`config.mk`:
```
export PLATFORM = sky130hd
export DESIGN_NAME = udp_tx_top
export DESIGN_NICKNAME = d
export VERILOG_FILES = /design/src/net_pkg.sv /design/src/frame_pkg.sv /design/src/udp_tx_top.sv /design/src/frame_serializer.sv /design/src/hdr_prepend.sv /design/src/tx_header_gen.sv
export SDC_FILE = /design/constraint.sdc
export NUM_CORES = 1
export LEC_CHECK = 0
export BUFFER_PORTS_ARGS = -buffer_cell sky130_fd_sc_hd__buf_2
export CORE_AREA = 2 2 201 203
export CTS_BUF_LIST = sky130_fd_sc_hd__clkbuf_8 sky130_fd_sc_hd__clkbuf_16
export DETAILED_ROUTE_END_ITERATION = 10
export DIE_AREA = 0 0 203 205
export GPL_ROUTABILITY_DRIVEN = 0
export HOLD_SLACK_MARGIN = 0.03
export PLACE_DENSITY = 0.73
export SLEW_MARGIN = 20
export SYNTH_ARGS = -nofsm -noshare
export SYNTH_HDL_FRONTEND = slang
export SYNTH_SLANG_ARGS = --single-unit
```
`constraint.sdc`:
```
create_clock -name tx_clock -period 22 [get_ports tx_clock]
set_input_delay 4.4 -clock tx_clock [delete_from_list [all_inputs] [get_ports tx_clock]]
set_output_delay 4.4 -clock tx_clock [all_outputs]
set_load 0.02 [all_outputs]
```
`src/net_pkg.sv`:
```
/*
 * network package
 * address types, frame size constants and the host request
 * for the udp frame sender
 */
`default_nettype none

package net_pkg;

  // ------------------------------------------------------------------
  // address and data types
  // ------------------------------------------------------------------
  typedef logic [47:0] mac_addr_t;
  typedef logic [31:0] ip_addr_t;
  typedef logic [15:0] udp_port_t;
  typedef logic [7:0]  byte_t;

  // protocol codes
  localparam logic [15:0] ETHERTYPE_IPV4 = 16'h0800;
  localparam logic [7:0]  IP_TTL         = 8'd128;
  localparam logic [7:0]  PROTO_UDP      = 8'd17;

  // sizes in bytes
  // min frame excludes the fcs
  localparam int MIN_FRAME_BYTES = 60;
  // 7 x 0x55 plus the sfd
  localparam int PREAMBLE_BYTES  = 8;
  localparam int IFG_BYTES       = 12;
  localparam int MAX_PAYLOAD     = 1472;

  // one host request, held until busy is seen
  typedef struct packed {
    mac_addr_t   dst_mac;
    ip_addr_t    dst_ip;
    udp_port_t   dst_port;
    logic [15:0] payload_len;
  } udp_tx_req_t;

endpackage

`default_nettype wire
```
`src/frame_pkg.sv`:
```
/*
 * frame layout package
 * packed udp, ipv4 and ethernet headers in wire order,
 * msb of each struct goes out first
 */
`default_nettype none

package frame_pkg;
  import net_pkg::*;

  // udp header, 8 bytes
  typedef struct packed {
    udp_port_t   src_port;
    udp_port_t   dst_port;
    logic [15:0] udp_len;
    // zero means no checksum
    logic [15:0] checksum;
  } udp_hdr_t;

  // ipv4 header, 20 bytes, no options
  typedef struct packed {
    logic [3:0]  version;
    logic [3:0]  ihl;
    logic [7:0]  tos;
    logic [15:0] total_len;
    logic [15:0] ident;
    logic [2:0]  flags;
    logic [12:0] frag_off;
    logic [7:0]  ttl;
    logic [7:0]  protocol;
    logic [15:0] checksum;
    ip_addr_t    src_ip;
    ip_addr_t    dst_ip;
  } ipv4_hdr_t;

  // ethernet ii header, 14 bytes
  typedef struct packed {
    mac_addr_t   dst_mac;
    mac_addr_t   src_mac;
    logic [15:0] ethertype;
  } eth_hdr_t;

  localparam int UDP_HDR_BYTES   = $bits(udp_hdr_t) / 8;
  localparam int IPV4_HDR_BYTES  = $bits(ipv4_hdr_t) / 8;
  localparam int ETH_HDR_BYTES   = $bits(eth_hdr_t) / 8;
  // header bytes ahead of the payload, 42
  localparam int HDR_TOTAL_BYTES = UDP_HDR_BYTES + IPV4_HDR_BYTES + ETH_HDR_BYTES;

  // reflected ieee 802.3 polynomial
  localparam logic [31:0] CRC32_POLY = 32'hEDB8_8320;

endpackage

`default_nettype wire

```
`src/udp_tx_top.sv`:
```
/*
 * udp transmit top
 * header generator, three header inserters and the nibble serializer
 */
`timescale 1ns/10ps
`default_nettype none

module udp_tx_top
  import net_pkg::*, frame_pkg::*;
#(
  parameter mac_addr_t LOCAL_MAC  = 48'h02_00_5E_10_00_01,
  parameter ip_addr_t  LOCAL_IP   = {8'd192, 8'd168, 8'd1, 8'd20},
  parameter udp_port_t LOCAL_PORT = 16'd1024
) (
  input  wire              tx_clock,
  input  wire              arst_n,
  input  wire              tx_request,
  input  wire udp_tx_req_t tx_req,
  input  wire byte_t       payload_data,
  output logic             tx_busy,
  output logic             payload_rd,
  output logic [3:0]       phy_txd,
  output logic             phy_tx_en
);

  logic      frame_start;
  logic      frame_done;
  udp_hdr_t  udp_hdr;
  ipv4_hdr_t ip_hdr;
  eth_hdr_t  eth_hdr;

  // byte chain with read strobes running upstream
  logic  eth_rd;
  logic  ip_rd;
  logic  udp_rd;
  byte_t eth_data;
  byte_t ip_data;
  byte_t udp_data;

  tx_header_gen #(
    .LOCAL_MAC  (LOCAL_MAC),
    .LOCAL_IP   (LOCAL_IP),
    .LOCAL_PORT (LOCAL_PORT)
  ) u_hdr_gen (
    .tx_clock    (tx_clock),
    .arst_n      (arst_n),
    .tx_request  (tx_request),
    .tx_req      (tx_req),
    .frame_done  (frame_done),
    .tx_busy     (tx_busy),
    .frame_start (frame_start),
    .udp_hdr     (udp_hdr),
    .ip_hdr      (ip_hdr),
    .eth_hdr     (eth_hdr)
  );

  // innermost stage pulls the host payload
  hdr_prepend #(.hdr_t(udp_hdr_t)) u_udp_ins (
    .tx_clock    (tx_clock),
    .arst_n      (arst_n),
    .frame_start (frame_start),
    .hdr         (udp_hdr),
    .rd          (udp_rd),
    .up_data     (payload_data),
    .data        (udp_data),
    .up_rd       (payload_rd)
  );

  hdr_prepend #(.hdr_t(ipv4_hdr_t)) u_ip_ins (
    .tx_clock    (tx_clock),
    .arst_n      (arst_n),
    .frame_start (frame_start),
    .hdr         (ip_hdr),
    .rd          (ip_rd),
    .up_data     (udp_data),
    .data        (ip_data),
    .up_rd       (udp_rd)
  );

  hdr_prepend #(.hdr_t(eth_hdr_t)) u_eth_ins (
    .tx_clock    (tx_clock),
    .arst_n      (arst_n),
    .frame_start (frame_start),
    .hdr         (eth_hdr),
    .rd          (eth_rd),
    .up_data     (ip_data),
    .data        (eth_data),
    .up_rd       (ip_rd)
  );

  // payload length recovered from the held udp length
  frame_serializer u_ser (
    .tx_clock    (tx_clock),
    .arst_n      (arst_n),
    .frame_start (frame_start),
    .payload_len (udp_hdr.udp_len - 16'(UDP_HDR_BYTES)),
    .data        (eth_data),
    .rd          (eth_rd),
    .frame_done  (frame_done),
    .phy_txd     (phy_txd),
    .phy_tx_en   (phy_tx_en)
  );

endmodule

`default_nettype wire

```
`src/frame_serializer.sv`:
```
/*
 * frame serializer
 * preamble, body pull, zero padding, crc-32 fcs and interframe gap,
 * sent as 4-bit symbols low nibble first with transmit enable
 */
`timescale 1ns/10ps
`default_nettype none

module frame_serializer
  import net_pkg::*, frame_pkg::*;
(
  input  wire        tx_clock,
  input  wire        arst_n,
  input  wire        frame_start,
  input  wire [15:0] payload_len,
  input  wire byte_t data,
  output logic       rd,
  output logic       frame_done,
  output logic [3:0] phy_txd,
  output logic       phy_tx_en
);

  typedef enum logic [2:0] {
    ST_IDLE,
    ST_PRE,
    ST_BODY,
    ST_PAD,
    ST_FCS,
    ST_GAP
  } phase_t;

  // last byte index of each phase
  localparam logic [15:0] PRE_LAST = 16'(PREAMBLE_BYTES - 1);
  localparam logic [15:0] MIN_LAST = 16'(MIN_FRAME_BYTES - 1);
  localparam logic [15:0] FCS_LAST = 16'd3;
  localparam logic [15:0] GAP_LAST = 16'(IFG_BYTES - 1);
  localparam byte_t       PRE_BYTE = 8'h55;
  localparam byte_t       SFD_BYTE = 8'hD5;

  phase_t      state;
  // 0 on the low nibble cycle, 1 on the high one
  logic        half;
  logic [15:0] cnt;
  logic [15:0] body_last;
  logic [31:0] crc;
  byte_t       hold;
  byte_t       byte_now;
  logic        on_air;

  // one byte through the reflected crc lsb first
  function automatic logic [31:0] crc_byte(input logic [31:0] c, input byte_t d);
    logic [31:0] r;
    r = c;
    for (int i = 0; i < 8; i++) begin
      r = (r >> 1) ^ (CRC32_POLY & {32{r[0] ^ d[i]}});
    end
    return r;
  endfunction

  // ------------------------------------------------------------------
  // byte source per phase
  // ------------------------------------------------------------------
  always_comb begin
    case (state)
      ST_PRE:  byte_now = (cnt == PRE_LAST) ? SFD_BYTE : PRE_BYTE;
      ST_BODY: byte_now = data;
      // inverted crc goes out low byte first
      ST_FCS:  byte_now = ~crc[8*cnt[1:0] +: 8];
      default: byte_now = '0;
    endcase
  end

  assign on_air = (state == ST_PRE) || (state == ST_BODY) ||
                  (state == ST_PAD) || (state == ST_FCS);

  // one pull per byte time on the low nibble cycle
  assign rd = (state == ST_BODY) && !half;

  // ------------------------------------------------------------------
  // phase fsm advancing at the end of each byte time
  // ------------------------------------------------------------------
  always_ff @(posedge tx_clock or negedge arst_n) begin
    if (!arst_n) begin
      state      <= ST_IDLE;
      half       <= 1'b0;
      cnt        <= '0;
      frame_done <= 1'b0;
    end else begin
      frame_done <= 1'b0;
      if (state == ST_IDLE) begin
        half <= 1'b0;
        cnt  <= '0;
        if (frame_start) begin
          state <= ST_PRE;
        end
      end else begin
        half <= ~half;
        if (half) begin
          cnt <= cnt + 16'd1;
          case (state)
            ST_PRE: begin
              if (cnt == PRE_LAST) begin
                state <= ST_BODY;
                cnt   <= '0;
              end
            end
            ST_BODY: begin
              if (cnt == body_last) begin
                // short frame keeps counting into the pad
                if (cnt < MIN_LAST) begin
                  state <= ST_PAD;
                end else begin
                  state <= ST_FCS;
                  cnt   <= '0;
                end
              end
            end
            ST_PAD: begin
              if (cnt == MIN_LAST) begin
                state <= ST_FCS;
                cnt   <= '0;
              end
            end
            ST_FCS: begin
              if (cnt == FCS_LAST) begin
                state <= ST_GAP;
                cnt   <= '0;
              end
            end
            ST_GAP: begin
              if (cnt == GAP_LAST) begin
                state      <= ST_IDLE;
                frame_done <= 1'b1;
              end
            end
            default: state <= ST_IDLE;
          endcase
        end
      end
    end
  end

  // frame length, byte hold and running crc
  always_ff @(posedge tx_clock) begin
    if (frame_start) begin
      body_last <= payload_len + 16'(HDR_TOTAL_BYTES - 1);
      crc       <= 32'hFFFF_FFFF;
    end
    if (!half) begin
      hold <= byte_now;
      // crc covers body and pad, not preamble
      if ((state == ST_BODY) || (state == ST_PAD)) begin
        crc <= crc_byte(crc, byte_now);
      end
    end
  end

  // ------------------------------------------------------------------
  // registered phy outputs
  // ------------------------------------------------------------------
  always_ff @(posedge tx_clock or negedge arst_n) begin
    if (!arst_n) begin
      phy_tx_en <= 1'b0;
      phy_txd   <= '0;
    end else begin
      phy_tx_en <= on_air;
      if (!on_air) begin
        phy_txd <= '0;
      end else if (half) begin
        phy_txd <= hold[7:4];
      end else begin
        phy_txd <= byte_now[3:0];
      end
    end
  end

endmodule

`default_nettype wire

```
`src/hdr_prepend.sv`:
```
/*
 * header inserter
 * answers reads from a stored header, msb first,
 * then forwards reads and data to the upstream stage
 */
`timescale 1ns/10ps
`default_nettype none

module hdr_prepend
  import net_pkg::*;
#(
  parameter type hdr_t = logic [63:0]
) (
  input  wire        tx_clock,
  input  wire        arst_n,
  input  wire        frame_start,
  input  wire hdr_t  hdr,
  input  wire        rd,
  input  wire byte_t up_data,
  output byte_t      data,
  output logic       up_rd
);

  localparam int HDR_BYTES = $bits(hdr_t) / 8;
  localparam int IDX_W     = $clog2(HDR_BYTES + 1);
  // index value once all header bytes are out
  localparam logic [IDX_W-1:0] HDR_END = IDX_W'(HDR_BYTES);

  logic [HDR_BYTES-1:0][7:0] hdr_q;
  logic [IDX_W-1:0]          idx;
  logic                      hdr_done;

  assign hdr_done = (idx == HDR_END);

  // header snapshot at frame start
  always_ff @(posedge tx_clock) begin
    if (frame_start) begin
      hdr_q <= hdr;
    end
  end

  // byte index parks at the end between frames
  always_ff @(posedge tx_clock or negedge arst_n) begin
    if (!arst_n) begin
      idx <= HDR_END;
    end else if (frame_start) begin
      idx <= '0;
    end else if (rd && !hdr_done) begin
      idx <= idx + IDX_W'(1);
    end
  end

  // ------------------------------------------------------------------
  // read path
  // ------------------------------------------------------------------
  always_comb begin
    if (hdr_done) begin
      data = up_data;
    end else begin
      // byte 0 is the top byte of the struct
      data = hdr_q[HDR_BYTES - 1 - int'(idx)];
    end
  end

  // upstream only sees reads past the header
  assign up_rd = rd && hdr_done;

endmodule

`default_nettype wire

```
`src/tx_header_gen.sv`:
```
/*
 * tx header generator
 * accepts a host request, builds udp, ipv4 and ethernet headers
 * with the ipv4 checksum, and holds busy until the frame is done
 */
`timescale 1ns/10ps
`default_nettype none

module tx_header_gen
  import net_pkg::*, frame_pkg::*;
#(
  parameter mac_addr_t LOCAL_MAC  = 48'h0,
  parameter ip_addr_t  LOCAL_IP   = 32'h0,
  parameter udp_port_t LOCAL_PORT = 16'h0
) (
  input  wire              tx_clock,
  input  wire              arst_n,
  input  wire              tx_request,
  input  wire udp_tx_req_t tx_req,
  input  wire              frame_done,
  output logic             tx_busy,
  output logic             frame_start,
  output udp_hdr_t         udp_hdr,
  output ipv4_hdr_t        ip_hdr,
  output eth_hdr_t         eth_hdr
);

  udp_tx_req_t req_q;
  logic [15:0] ident_q;
  logic        accept;
  ipv4_hdr_t   ip_base;

  // ones' complement sum over the header, checksum field zero
  function automatic logic [15:0] ip_checksum(input ipv4_hdr_t h);
    logic [31:0] sum;
    sum = '0;
    for (int i = 0; i < IPV4_HDR_BYTES / 2; i++) begin
      sum = sum + 32'(h[16*i +: 16]);
    end
    // second fold catches the carry of the first
    sum = 32'(sum[15:0]) + 32'(sum[31:16]);
    sum = 32'(sum[15:0]) + 32'(sum[31:16]);
    return ~sum[15:0];
  endfunction

  // one request at a time
  assign accept = tx_request && !tx_busy;

  // ------------------------------------------------------------------
  // handshake and frame counter
  // ------------------------------------------------------------------
  always_ff @(posedge tx_clock or negedge arst_n) begin
    if (!arst_n) begin
      tx_busy     <= 1'b0;
      frame_start <= 1'b0;
      ident_q     <= '0;
    end else begin
      frame_start <= accept;
      if (accept) begin
        tx_busy <= 1'b1;
      end else if (frame_done) begin
        tx_busy <= 1'b0;
      end
      // inserters have taken the headers by now
      if (frame_start) begin
        ident_q <= ident_q + 16'd1;
      end
    end
  end

  // request latch stays stable until the next acceptance
  always_ff @(posedge tx_clock) begin
    if (accept) begin
      req_q <= tx_req;
    end
  end

  // ------------------------------------------------------------------
  // header fields
  // ------------------------------------------------------------------
  always_comb begin
    udp_hdr          = '0;
    udp_hdr.src_port = LOCAL_PORT;
    udp_hdr.dst_port = req_q.dst_port;
    udp_hdr.udp_len  = req_q.payload_len + 16'(UDP_HDR_BYTES);
  end

  always_comb begin
    ip_base           = '0;
    ip_base.version   = 4'd4;
    // ihl in 32-bit words
    ip_base.ihl       = 4'(IPV4_HDR_BYTES / 4);
    ip_base.total_len = req_q.payload_len + 16'(IPV4_HDR_BYTES + UDP_HDR_BYTES);
    ip_base.ident     = ident_q;
    // don't fragment
    ip_base.flags     = 3'b010;
    ip_base.ttl       = IP_TTL;
    ip_base.protocol  = PROTO_UDP;
    ip_base.src_ip    = LOCAL_IP;
    ip_base.dst_ip    = req_q.dst_ip;
  end

  always_comb begin
    ip_hdr          = ip_base;
    ip_hdr.checksum = ip_checksum(ip_base);
  end

  always_comb begin
    eth_hdr.dst_mac   = req_q.dst_mac;
    eth_hdr.src_mac   = LOCAL_MAC;
    eth_hdr.ethertype = ETHERTYPE_IPV4;
  end

endmodule

`default_nettype wire

```
* After elaboration in Yosys (flattened, before gate mapping)
Cells that the tools add are included. W data, S select, Z words.
Cells by class: muxes and demuxes 50, shift-type cells 1, reductions and logical operators 24, order comparisons 4, add/sub/neg operators 22, bitwise logic cells 19, equality and inequality tests 19
Operators by type and width (number):
- $xor A31 B32 Y32 | 8
- $mux W16 | 7
- $mux W32 | 3
- $mux W8 | 10
- $add A32 B15 Y32 const B | 2
- $add A32 B16 Y32 | 2
- $add A32 B16 Y32 const B | 2
- $pmux W16 S4 | 1
- $bmux W8 S5 | 1
- $add A16 B16 Y17 | 2
- $add A16 B1 Y16 const B | 2
- $add A32 B9 Y32 const B | 1
- $bmux W8 S4 | 1
- $lt A32 B5 Y1 const B | 1
- $lt A32 B6 Y1 const B | 1
- $lt A32 B7 Y1 const B | 1
- $shiftx A32 B6 Y8 | 1
- $mux W3 | 9
- $bmux W8 S3 | 1
- $mux W4 | 6
- $pmux W8 S3 | 1
- $add A16 B16 Y16 | 1
- $add A16 B4 Y16 const B | 1
- $add A16 B5 Y16 const B | 1
- other kinds (35) | 73
Word-level totals: flip-flop bits (word level) 385, output and inout bits 7, logic and storage cells 178

* Logic depth before layout (Yosys ltp)
Gate-level depths: netlist (run 1).
depth in word-level cells 26, mapped depth 38, depth with buffers taken out 38

* By module
Synthesis (run 1) repeated with hierarchy kept, for this count alone.
Unflattened totals: cells, all modules 2092, area total of the unflattened synthesis 28372.2 um2
Modules (own cells, without submodules):
- tx_header_gen | cells an instance 861, times used 1, sequential area each 3813.7 um2, area an instance 9262.6 um2
- hdr_prepend (u_ip_ins) | cells an instance 332, times used 1, sequential area each 4932.2 um2, area an instance 6611.3 um2
- frame_serializer | cells an instance 501, times used 1, sequential area each 1891.8 um2, area an instance 4906.0 um2
- hdr_prepend (u_eth_ins) | cells an instance 225, times used 1, sequential area each 3467.1 um2, area an instance 4634.4 um2
- hdr_prepend (u_udp_ins) | cells an instance 142, times used 1, sequential area each 2023.2 um2, area an instance 2721.4 um2
- udp_tx_top | cells an instance 31, times used 1, sequential area each 0.0 um2, area an instance 236.5 um2

* Least setup slack after synthesis (run 1)
Ideal clock, no wire load.
kind in2reg, start input tx_request, end register u_hdr_gen.frame_start, library setup time 0.642 ns, path buffers 0, data arrival time 9.290 ns, path slack 12.068 ns, stages 1, path through nor2b_1
Between the ends: longest elaborated chain between the ends 1
Ends and longest elaborated chain:
- start: declaration | RTL line udp_tx_top.sv:17 | input wire tx_request,
- $logic_and A1 B1 Y1 | RTL line tx_header_gen.sv:47 | assign accept = tx_request && !tx_busy;
- end signal: assignment | RTL line tx_header_gen.sv:58 | frame_start <= accept;
- end: declaration | RTL line tx_header_gen.sv:22 | output logic frame_start,
Every way passes these cells. A chain may end at the register's enable or synchronous reset.

==> summary.md, run 1 <==
| Metric | Value |
|---|---|
| Global Route met1 Usage | `0.2690` |
| CP arrival | `9390 ps` |
| # IOs | `130` |
| Setup bufs post-CTS | `0` |
| Vias in the first global route | `12410` |
| Worst r2r src | `u_hdr_gen.ip_hdr[16]$_DFFE_PP_` |
| Port Buf Inserts | `129` |
| CTS buffer count | `41` |
| Status | `completed` |
| Worst EP required | `22340 ps` |
| Setup tns final | `0 ps` |
| Area of the mapped netlist | `19420 um^2` |
| Final number of hold-violating endpoints | `0` |
| Syn. warnings | `0` |
| Worst hold margin | `414.2 ps` |
| Total die area | `41620 um^2` |
| Die Y | `205 um` |
| Register area | `10790 um^2` |
| Compound-Gate Fraction of Synth Area | `0.09395` |
| HPWL after DPL | `31800 um` |
| Post-Syn Area per Cell | `12.55 um^2` |
| Worst hold path class | `flop to flop` |
| Kind of critical path | `flop to flop` |
| Register area share after synthesis | `0.5553` |
| Slowest CP cell | `fa_1` |
| Final global-route overflow total | `0` |
| CP Capture Type | `flop` |
| RSZ-0062 raised after global routing | `false` |
| Clk root buf | `clkbuf_16` |
| Initial DRT Pass Iterations | `5` |
| Asr flop ratio synth | `0.1504` |
| ANT cells | `0` |
| Synth Area in Adders | `0.07011` |
| Clk Latency, worst-skew pair | `570 ps` |
| Total GRT Usage | `0.2092` |
| Cts repair resizes | `0` |
| Met2 Usage GRT | `0.3648` |
| Initial antenna violation count | `0` |
| Crit path from | `u_hdr_gen.ip_hdr[16]$_DFFE_PP_` |
| CP Launch Type | `flop` |
| FP Rows | `73` |
| Max Root-Sink Buffers | `3` |
| Multiplexer area fraction after synthesis | `0.05155` |
| Synthesized Nets | `1768` |
| Post-Route WL | `43430 um` |
| Min Tclk post-route | `9048 ps` |
| Multi-input gate area | `8016 um^2` |
| GR Util met3 | `0.03309` |
| Max cap viols | `0` |
| Hold-fix buffers at CTS | `0` |
| Post-synth top flop | `edfxtp_1` |
| Max Freq | `0.1105 GHz` |
| Synth top area cells | `edfxtp_1 45%, dfrtp_1 6.6%, ha_1 5.2%` |
| Worst R2R End | `u_ip_ins.hdr_q[79]$_DFFE_PP_` |
| R2R Setup Slk | `12950 ps` |
| PnR Total Power | `2.635 mW` |
| Largest family of logic cells by synthesized area | `XOR/XNOR gates` |
| Final Cycle Share | `0.4113` |
| Final clock skew | `32.76 ps` |
| DR vias | `12580` |
| CP max stage delay | `450 ps` |
| Worst vdd ir | `0.09601 mV` |
| Pin count of the biggest net entering global routing | `89` |
| # fillers | `3199` |
| Sink Count | `379` |
| Synth cell types | `97` |
| Layout cells sized above 1 | `0.1601` |
| Final ANT Viol Nets | `0` |
| Flops & latches, synth | `379` |
| First-pass GRT wire length | `67200 um` |
| R2R cell count | `36` |
| Layout Nets | `1900` |
| Setup-failing EPs final | `0` |
| EDFF count, synth | `290` |
| Worst slew pin tran | `1093 ps` |
| Clk slew on worst S/H paths | `60 ps` |
| Most Crowded Layer GR | `met2` |
| Vias per inst | `5.626` |
| Area share of the largest cell type after synthesis | `0.4485` |
| Pleak | `8.223 nW` |
| Max Fanout on Critical Path | `6` |
| Post-synthesis simple-gate area fraction | `0.09704` |
| Wire per inst | `19.42 um` |
| Placeable Area | `39370 um^2` |
| Relative slew slack | `0.2711` |
| Power Density | `119.8 nW/um^2` |
| Synth area leader | `edfxtp_1` |
| Die X | `203 um` |
| Area grow syn2layout | `13.24%` |
| Initial DRC Count | `1180` |
| Post-Synth XOR/XNOR Area | `0.09898` |
| TritonCTS clock tree | `yes` |
| H-tree depth | `2` |
| Initial Utilization | `0.4932` |
| Syn Inst Count | `1547` |
| Worst Setup EP | `u_ip_ins.hdr_q[79]$_DFFE_PP_` |
| DRC | `0` |
| Slew Viols, Final | `0` |
-- power breakdown --
part / switching, mW / internal, mW / leakage [nW] / total [mW]
sequential: 0.0766 / 0.825 / 3.62 / 0.902
clock: 0.285 / 0.421 / 0.701 / 0.706
combinational: 0.553 / 0.474 / 3.90 / 1.03
-- metal layers --
| layer | up-vias | share of wire |
|---|---|---|
| li1 | 5946 | - |
| met5 | - | 0 |
| met1 | 6177 | 0.41 |
| met4 | 0 | 0.025 |
| met3 | 72 | 0.059 |
| met2 | 385 | 0.51 |
-- logic make-up after synthesis --
family	Yosys count
DFF	379
and+or+nand+nor	378
AOI/OAI and AO/OA	266
xor gates and xnor gates	201
buffers and inverters	153
adders and majority gates	98
muxes	72
-- critical path: cells and delay by family (launching register included) --
kind                     cells  cell delay, ps
AO/OA/AOI/OAI               16            3690
AND/OR/NAND/NOR             11            2040
XOR/XNOR                     2             430
adder cells (fa/ha/maj)      7            2270
flip-flops                   1             400
-- Yosys cell counts (all sizes together) (11+ instances only) --
cell	number
nor4	11
nor2b	14
nand4	17
a21oi	75
nand2	77
xor2	80
mux2i	40
nor2	83
nand2b	12
nand3	48
dfxtp	32
ha	80
dfrtp	51
nor3	61
xnor2	117
fa	18
buf	24
inv	102
mux2	11
and3	19
o21a	14
o21ai	53
edfxtp	290
mux4	21
clkbuf	26
-- cell usage in the layout, fill, tap and decap left out, types with 40 or more instances in the layout --
cell	instances
mux2i_1	40
dfrtp_1	49
o21ai_0	45
a21oi_1	72
nand2_1	76
ha_1	80
nor3_1	60
inv_1	107
nor2_1	81
edfxtp_1	290
nand3_1	47
xnor2_1	114
buf_2	129
xor2_1	77
clkbuf_16	42
-- cell type report --
type / count / share of cell area
clock inverters: 33 / 0.01588
flip-flops and latches: 379 / 0.4906
clock buffers: 42 / 0.04780
inverters: 103 / 0.01758
repair buffers: 139 / 0.03369
well taps: 525 / 0.02987
multi-input cells: 1015 / 0.3646
-- flip-flops by register name, indices dropped and copies added, names as in the netlist, 5 cells and up --
register,cells
u_eth_ins.hdr_q,48
u_ip_ins.hdr_q,78
u_hdr_gen.ip_hdr,32
u_ip_ins.idx,5
u_hdr_gen.eth_hdr,48
u_udp_ins.hdr_q,32
u_hdr_gen.udp_hdr,16
u_hdr_gen.ident_q,16
u_ser.crc,32
u_hdr_gen.req_q,16
u_ser.body_last,16
u_ser.cnt,16
-- how the worst min path moves through the flow --
stage,slack (ps),depth (start not counted),to,from
after floorplan,400,1,u_hdr_gen.tx_busy$_DFFE_PN0P_,u_ser.frame_done$_DFF_PN0_
after CTS,410,0,u_eth_ins.hdr_q[79]$_DFFE_PP_,u_hdr_gen.eth_hdr[79]$_DFFE_PP_
after global placement,400,0,u_eth_ins.hdr_q[78]$_DFFE_PP_,u_hdr_gen.eth_hdr[78]$_DFFE_PP_
after detailed placement,400,0,u_eth_ins.hdr_q[69]$_DFFE_PP_,u_hdr_gen.eth_hdr[69]$_DFFE_PP_
after global routing,420,0,u_eth_ins.hdr_q[105]$_DFFE_PP_,u_hdr_gen.eth_hdr[105]$_DFFE_PP_
final,410,0,u_eth_ins.hdr_q[79]$_DFFE_PP_,u_hdr_gen.eth_hdr[79]$_DFFE_PP_
-- metrics by stage --
stage                     utilization  area, um^2  worst slack, ps  cells
after CTS                      0.5576       21950            12980   2235
after floorplan                     -       19420            12070   1547
final                          0.5586       21990            12950   2236
after global routing           0.5586       21990            12130   2236
after global placement         0.5221       20550            13430   2160
after detailed placement       0.5221       20550            13050   2160
Power figures use the tool's default switching activity.
==> run 2, diff against run 1 <==
PLACE_DENSITY = 0.76   (was 0.73)
clock period = 7.7 ns   (was 22 ns; I/O delays follow)
==> run 2 against run 1 <==
  * The flow now finishes with violations (setup timing)
  * Register-to-register slack worse by 13000 ps
  * Largest cell class unchanged
  * Via count is 3.6% higher
  * Sequential power grew to 2.9 times the previous value
  * Global-route usage is 0.73 points higher
  * Sequential share of layout area is 1.5 points lower
  * Hold slack hardly changed
  * Die area stayed put
  * Utilization is 1.8 points higher
==> summary.md, run 2 (synthesis results as in run 1) <==
| Metric | Value |
|---|---|
| DR vias | `13030 (+3.6%)` |
| Cell area after layout | `22680 um^2 (+3.1%)` |
| Die Y | `205 um (unchanged)` |
| Hold-fix buffers at CTS | `0 (unchanged)` |
| Final worst slack | `-73.57 ps (-13030 ps)` |
| Setup tns final | `-161.9 ps (-161.9 ps)` |
| # fillers | `3045 (-4.8%)` |
| Die X | `203 um (unchanged)` |
| Status | `finished, violations left` |
| Top delay family on crit path | `compound AO/OA/AOI/OAI gates` |
| Slew Viols, Final | `0 (unchanged)` |
| Worst hold path class | `flop to flop` |
| Worst slew pin tran | `1031 ps (-62.64 ps)` |
| NetSw | `2.643 mW (+190%)` |
| Initial antenna violation count | `2 (+2)` |
| Worst r2r src | `u_hdr_gen.ip_hdr[0]$_DFFE_PP_` |
| Clk root buf | `clkbuf_16` |
| Commonest cells after routing, fill and taps aside | `290 x edfxtp_1, 129 x buf_2, 111 x xnor2_1` |
| Post-Route WL | `44870 um (+3.3%)` |
| Max cap viols | `0 (unchanged)` |
| Initial Utilization | `0.4932 (unchanged)` |
| DRC | `0 (unchanged)` |
| Failing checks | `setup timing` |
| Worst vdd ir | `0.3099 mV (+220%)` |
| Placed insts | `2182 (+1.0%)` |
| Min Tclk post-route | `7774 ps (-1274 ps)` |
| Vias per inst | `5.692 (+1.2%)` |
| Max Freq | `0.1286 GHz (+16%)` |
| FP Rows | `73 (unchanged)` |
| Port Buf Inserts | `129 (unchanged)` |
| Setup-failing EPs final | `4 (+4)` |
| Worst EP required | `8000 ps (-14340 ps)` |
| Initial DRT Pass Iterations | `6 (+1)` |
| Kind of critical path | `flop to flop` |
| CP arrival | `8080 ps (-1310 ps)` |
| R2R Setup Slk | `-70 ps (-13030 ps)` |
| First-pass GRT wire length | `69520 um (+3.4%)` |
| Layout cells sized above 1 | `0.2116 (+0.05143)` |
| Slowest CP cell | `o41a_1` |
| Hold EP | `u_eth_ins.hdr_q[79]$_DFFE_PP_` |
| Final Util | `0.5761 (+0.01751)` |
| CP Launch Type | `flop` |
| TritonCTS clock tree | `yes` |
| Initial DRC Count | `1216 (+3.1%)` |
| H-tree depth | `2 (unchanged)` |
| Pleak | `8.500 nW (+3.4%)` |
| Final ANT Viol Nets | `0 (unchanged)` |
| Placeable Area | `39370 um^2 (unchanged)` |
| Commonest non-fill, non-tap cell in the layout | `edfxtp_1` |
| Power Density | `332.0 nW/um^2 (+180%)` |
| Area grow syn2layout | `16.79%` |
| Final number of hold-violating endpoints | `0 (unchanged)` |
| Wire per inst | `19.60 um (+0.91%)` |
| Layout Cells excl Fill | `2289 (+2.4%)` |
| CP max stage delay | `460 ps (about the same)` |
| Worst hold start | `u_hdr_gen.eth_hdr[79]$_DFFE_PP_` |
| Layout Nets | `1951 (+2.7%)` |
| Max Root-Sink Buffers | `3 (unchanged)` |
| Relative slew slack | `0.3103 (+0.03922)` |
| CP Capture Type | `flop` |
| CTS buffer count | `41 (unchanged)` |
| PnR Total Power | `7.530 mW (+190%)` |
| R2R cell count | `37 (+2.8%)` |
| Clock network power share | `0.266 (-0.002)` |
| Top reg by flops | `u_ip_ins.hdr_q` |
| RSZ-0062 raised after global routing | `true` |
| Part of the power in combinational logic | `0.392 (+0.002)` |
| Dpl cell area | `20740 um^2 (+0.91%)` |
| Buffers & Inverters on Critical Path | `2 (+2)` |
| Final clock skew | `26.21 ps (-6.551 ps)` |
| Max Fanout on Critical Path | `4 (-2)` |
| Vias in the first global route | `12840 (+3.5%)` |
| # IOs | `130 (unchanged)` |
| Pin count of the biggest net entering global routing | `85 (-4.5%)` |
| Sw frac | `0.3510 (+0.004092)` |
| Total GRT Usage | `0.2165 (+0.007331)` |
| P_int | `4.887 mW (+180%)` |
| Max reg flops | `78 (unchanged)` |
| Hold path cells | `0 (unchanged)` |
| Flop pwr share | `0.342 (about the same)` |
| Final global-route overflow total | `0 (unchanged)` |
| Clk Latency, worst-skew pair | `590 ps (+20 ps)` |
| Total die area | `41620 um^2 (unchanged)` |
| Final Cycle Share | `1.010 (+0.5983)` |
| Clk slew on worst S/H paths | `60 ps (about the same)` |
| Worst R2R End | `u_ip_ins.hdr_q[78]$_DFFE_PP_` |
| HPWL after DPL | `32000 um (+0.62%)` |
| Sink Count | `379 (unchanged)` |
-- run 2: changes by cell type in the layout (fill, tap and decap cells not counted), sizes merged --
cell    previous run  this run
buf              139       190
clkinv            17        22
clkbuf            42        41
bufinv             6         5
inv              110       108
diode              0         1
-- run 2: worst max-delay path by stage --
stage,cells past startpoint,start,end,slack [ps]
floorplan,38,u_hdr_gen.ip_hdr[0]$_DFFE_PP_,u_ip_ins.hdr_q[78]$_DFFE_PP_,70
global placement,38,u_hdr_gen.ip_hdr[0]$_DFFE_PP_,u_ip_ins.hdr_q[78]$_DFFE_PP_,50
detailed placement,36,u_hdr_gen.ip_hdr[1]$_DFFE_PP_,u_ip_ins.hdr_q[78]$_DFFE_PP_,-210
CTS,37,u_hdr_gen.ip_hdr[16]$_DFFE_PP_,u_ip_ins.hdr_q[78]$_DFFE_PP_,4
global route,38,u_hdr_gen.ip_hdr[0]$_DFFE_PP_,u_ip_ins.hdr_q[76]$_DFFE_PP_,-450
finish,37,u_hdr_gen.ip_hdr[0]$_DFFE_PP_,u_ip_ins.hdr_q[78]$_DFFE_PP_,-70
-- run 2: metal layers --
metal  global-route usage  part of all wire  vias up
li1                     -                 -     6051
met1               0.2711              0.39     6366
met2               0.3749              0.51      486
met3              0.03611             0.065      123
met4              0.08733             0.038        2
met5                    0           0.00027        -
-- run 2: power by group through the flow --
| stage | clock, mW | sequential (mW) | combinational, mW |
|---|---|---|---|
| 2_1_floorplan | 0 | 2.52 | 2.44 |
| 3_3_place_gp | 0 | 2.61 | 2.81 |
| 3_5_place_dp | 0 | 2.62 | 2.88 |
| 4_1_cts | 2.03 | 2.57 | 2.92 |
| 5_1_grt | 2.11 | 2.60 | 3.21 |
| 6_report | 2.00 | 2.58 | 2.95 |
-- run 2: per-stage QoR --
| stage | worst slack [ps] | hold slack (ps) |
|---|---|---|
| global route | -447.0 | 421.9 |
| global placement | 46.48 | 401.7 |
| CTS | 3.802 | 412.6 |
| detailed placement | -210.5 | 404.5 |
| floorplan | 68.91 | 397.7 |
| finish | -73.57 | 414.1 |
-- run 2: layout make-up --
type                    instances  area, um^2  share of cell area
flip-flops and latches        379       10790              0.4757
multi-input cells            1015        8325              0.3671
well taps                     525       656.9             0.02897
inverters                     103       386.6             0.01705
clock buffers                  41        1026             0.04524
repair buffers                190        1127             0.04971
diodes                          1       2.502           0.0001103
clock inverters                35       365.4             0.01611
-- run 2: what timing repair did --
item,CTS,global route
gates resized for setup,38,23
pin swaps,36,34
setup endpoints to repair,5,12
buffers inserted,25,10
==> run 3, diff against run 2 <==
CORE_AREA = 2 2 191 193   (was 2 2 201 203)
DIE_AREA = 0 0 193 195   (was 0 0 203 205)
PLACE_DENSITY = 0.82   (was 0.76)
==> run 3 against run 2 <==
  * Highest routed layer is now met4
  * Global-route usage is 2.9 points higher
  * Utilization is 6.2 points higher
  * First-iteration DRC count is 18% higher
  * Sequential cell count stayed put
  * The flow still finishes with violations (setup timing)
  * Largest cell class unchanged
  * Combinational power hardly changed
  * Non-clock buffer count is 9 lower
  * Via count is 0.76% higher
  * Critical path type unchanged
  * Clock power is 3% higher
  * Critical path depth is 1 higher
==> summary.md, run 3 (synthesis results as in run 1) <==
| Metric | Value |
|---|---|
| Status | `finished, violations left` |
| Failing checks | `setup timing` |
| Max reg flops | `78 (unchanged)` |
| Initial DRT Pass Iterations | `6 (unchanged)` |
| Setup tns final | `-578.2 ps (-416.3 ps)` |
| DR vias | `13130 (+0.76%)` |
| Final Cycle Share | `1.020 (+0.01066)` |
| Final worst slack | `-155.7 ps (-82.10 ps)` |
| Die Y | `195 um (-4.9%)` |
| Layout Nets | `1942 (-0.46%)` |
| Pleak | `8.477 nW (-0.26%)` |
| # fillers | `2548 (-16%)` |
| Die X | `193 um (-4.9%)` |
| Area grow syn2layout | `16.24%` |
| Worst slew pin tran | `1075 ps (+43.95 ps)` |
| RSZ-0062 raised after global routing | `true` |
| Worst EP required | `8000 ps (about the same)` |
| Commonest non-fill, non-tap cell in the layout | `edfxtp_1` |
| Power Density | `336.7 nW/um^2 (+1.4%)` |
| Clk slew on worst S/H paths | `60 ps (about the same)` |
| Max cap viols | `0 (unchanged)` |
| CP Launch Type | `flop` |
| Final global-route overflow total | `0 (unchanged)` |
| TritonCTS clock tree | `yes` |
| # IOs | `130 (unchanged)` |
| Slowest CP cell | `edfxtp_1` |
| Max Fanout on Critical Path | `4 (unchanged)` |
| Vias in the first global route | `12990 (+1.2%)` |
| HPWL after DPL | `32220 um (+0.72%)` |
| Pin count of the biggest net entering global routing | `82 (-3.5%)` |
| DRC | `0 (unchanged)` |
| Layout cells sized above 1 | `0.2089 (-0.002667)` |
| Initial Utilization | `0.5486 (+0.05532)` |
| Worst hold path class | `flop to flop` |
| Total die area | `37640 um^2 (-9.6%)` |
| CP arrival | `8150 ps (+70 ps)` |
| Kind of critical path | `flop to flop` |
| Initial antenna violation count | `3 (+1)` |
| Max Freq | `0.1273 GHz (-1.0%)` |
| Clk root buf | `clkbuf_16` |
| Multi-input gate area | `8349 um^2 (+0.29%)` |
| Final ANT Viol Nets | `0 (unchanged)` |
| Commonest cells after routing, fill and taps aside | `290 x edfxtp_1, 129 x buf_2, 112 x xnor2_1` |
| Vias per inst | `5.924 (+4.1%)` |
| Register area | `10790 um^2 (unchanged)` |
| Post-Route WL | `46310 um (+3.2%)` |
| Clk Latency, worst-skew pair | `580 ps (about the same)` |
| First-pass GRT wire length | `70770 um (+1.8%)` |
| FP Rows | `69 (-5.5%)` |
| H-tree depth | `2 (unchanged)` |
| Top reg by flops | `u_ip_ins.hdr_q` |
| Max Root-Sink Buffers | `3 (unchanged)` |
| Min Tclk post-route | `7856 ps (+82.10 ps)` |
| CP Capture Type | `flop` |
| Final clock skew | `31.62 ps (+5.415 ps)` |
| Wire per inst | `20.90 um (+6.6%)` |
| Total GRT Usage | `0.2453 (+0.02878)` |
| Worst vdd ir | `0.4688 mV (+51%)` |
| Final number of hold-violating endpoints | `0 (unchanged)` |
| Slew Viols, Final | `0 (unchanged)` |
| Placeable Area | `35400 um^2 (-10%)` |
| Hold-fix buffers at CTS | `0 (unchanged)` |
| Setup-failing EPs final | `5 (+1)` |
| CTS buffer count | `41 (unchanged)` |
| CP max stage delay | `460 ps (about the same)` |
| Relative slew slack | `0.2835 (-0.02676)` |
| Port Buf Inserts | `129 (unchanged)` |
| Initial DRC Count | `1429 (+18%)` |
| Worst hold margin | `415.5 ps (+1.315 ps)` |
| Sink Count | `379 (unchanged)` |
-- run 3: cell types whose count changed in the layout (fill, tap and decap cells not counted), moves of 2 or more --
cell	delta
ha_4	+2
bufinv_16	+2
clkinv_4	-3
clkinvlp_4	-2
clkinv_2	-2
inv_6	+2
ha_1	-3
clkinv_1	-3
buf_4	-10
buf_6	+2
inv_1	+3
diode_2	+2
-- run 3: where the power goes --
group / switching, mW / leakage (nW) / internal (mW)
clock: 0.818 / 0.723 / 1.24
combinational: 1.59 / 4.13 / 1.36
sequential: 0.235 / 3.62 / 2.36
total: 2.64 / 8.48 / 4.96
-- run 3: repair_timing --
action,4_1_cts,5_1_grt
buffers inserted,18,9
hold endpoints to repair,0,0
resized for setup,36,31
setup endpoints to repair,7,12
pin swaps,30,22
-- run 3: routing by layer --
| layer | vias to the layer above | GRT usage | wire, um | part of all wire |
|---|---|---|---|---|
| met5 | - | 0 | 0 | 0 |
| met4 | 0 | 0.09989 | 1833 | 0.040 |
| met3 | 153 | 0.03936 | 2989 | 0.065 |
| met2 | 591 | 0.4320 | 24130 | 0.52 |
| met1 | 6366 | 0.2993 | 17360 | 0.37 |
| li1 | 6017 | - | - | - |
-- run 3: worst paths after layout --
check / from / endpoint / slack, ps / cells past startpoint
setup / recovery: u_hdr_gen.ip_hdr[1]$_DFFE_PP_ / u_ip_ins.hdr_q[77]$_DFFE_PP_ / -160 / 38
hold / removal: u_hdr_gen.eth_hdr[93]$_DFFE_PP_ / u_eth_ins.hdr_q[93]$_DFFE_PP_ / 420 / 0
setup reg to reg: u_hdr_gen.ip_hdr[1]$_DFFE_PP_ / u_ip_ins.hdr_q[77]$_DFFE_PP_ / -160 / 38
hold reg to reg: u_hdr_gen.eth_hdr[93]$_DFFE_PP_ / u_eth_ins.hdr_q[93]$_DFFE_PP_ / 420 / 0
max in group asynchronous: arst_n / u_hdr_gen.frame_start$_DFF_PN0_ / 5980 / 2
min in group asynchronous: arst_n / u_hdr_gen.ident_q[10]$_DFFE_PN0P_ / 1140 / 2
-- run 3: cell type report --
cell class	count	share of cell area
Sequential cell	379	0.4779
Timing Repair Buffer	181	0.04640
Tap cell	461	0.02555
Clock inverter	32	0.01619
Inverter	103	0.01713
Multi-Input combinational cell	1015	0.3699
Antenna cell	3	0.0003326
Clock buffer	42	0.04656
-- run 3: through the flow --
step           worst slack [ps]  instance area [um^2]  std cells    util  power [mW]
2_1_floorplan             68.91                 19440       1547       -       4.952
3_3_place_gp              77.22                 20650       2117  0.5835       5.419
3_5_place_dp             -192.0                 20650       2117  0.5835       5.518
4_1_cts                   1.431                 22380       2209  0.6321       7.593
5_1_grt                  -434.2                 22570       2216  0.6377       7.952
6_report                 -155.7                 22570       2216  0.6377       7.600
-- run 3: worst max-delay path, delay by kind of cell (launching register included) --
kind / cells / cell delay (ps)
AO/OA/AOI/OAI: 14 / 2440
XOR/XNOR: 3 / 530
adder cells (fa/ha/maj): 6 / 1720
buffers and inverters: 5 / 650
flip-flops: 1 / 460
AND/OR/NAND/NOR: 10 / 1780
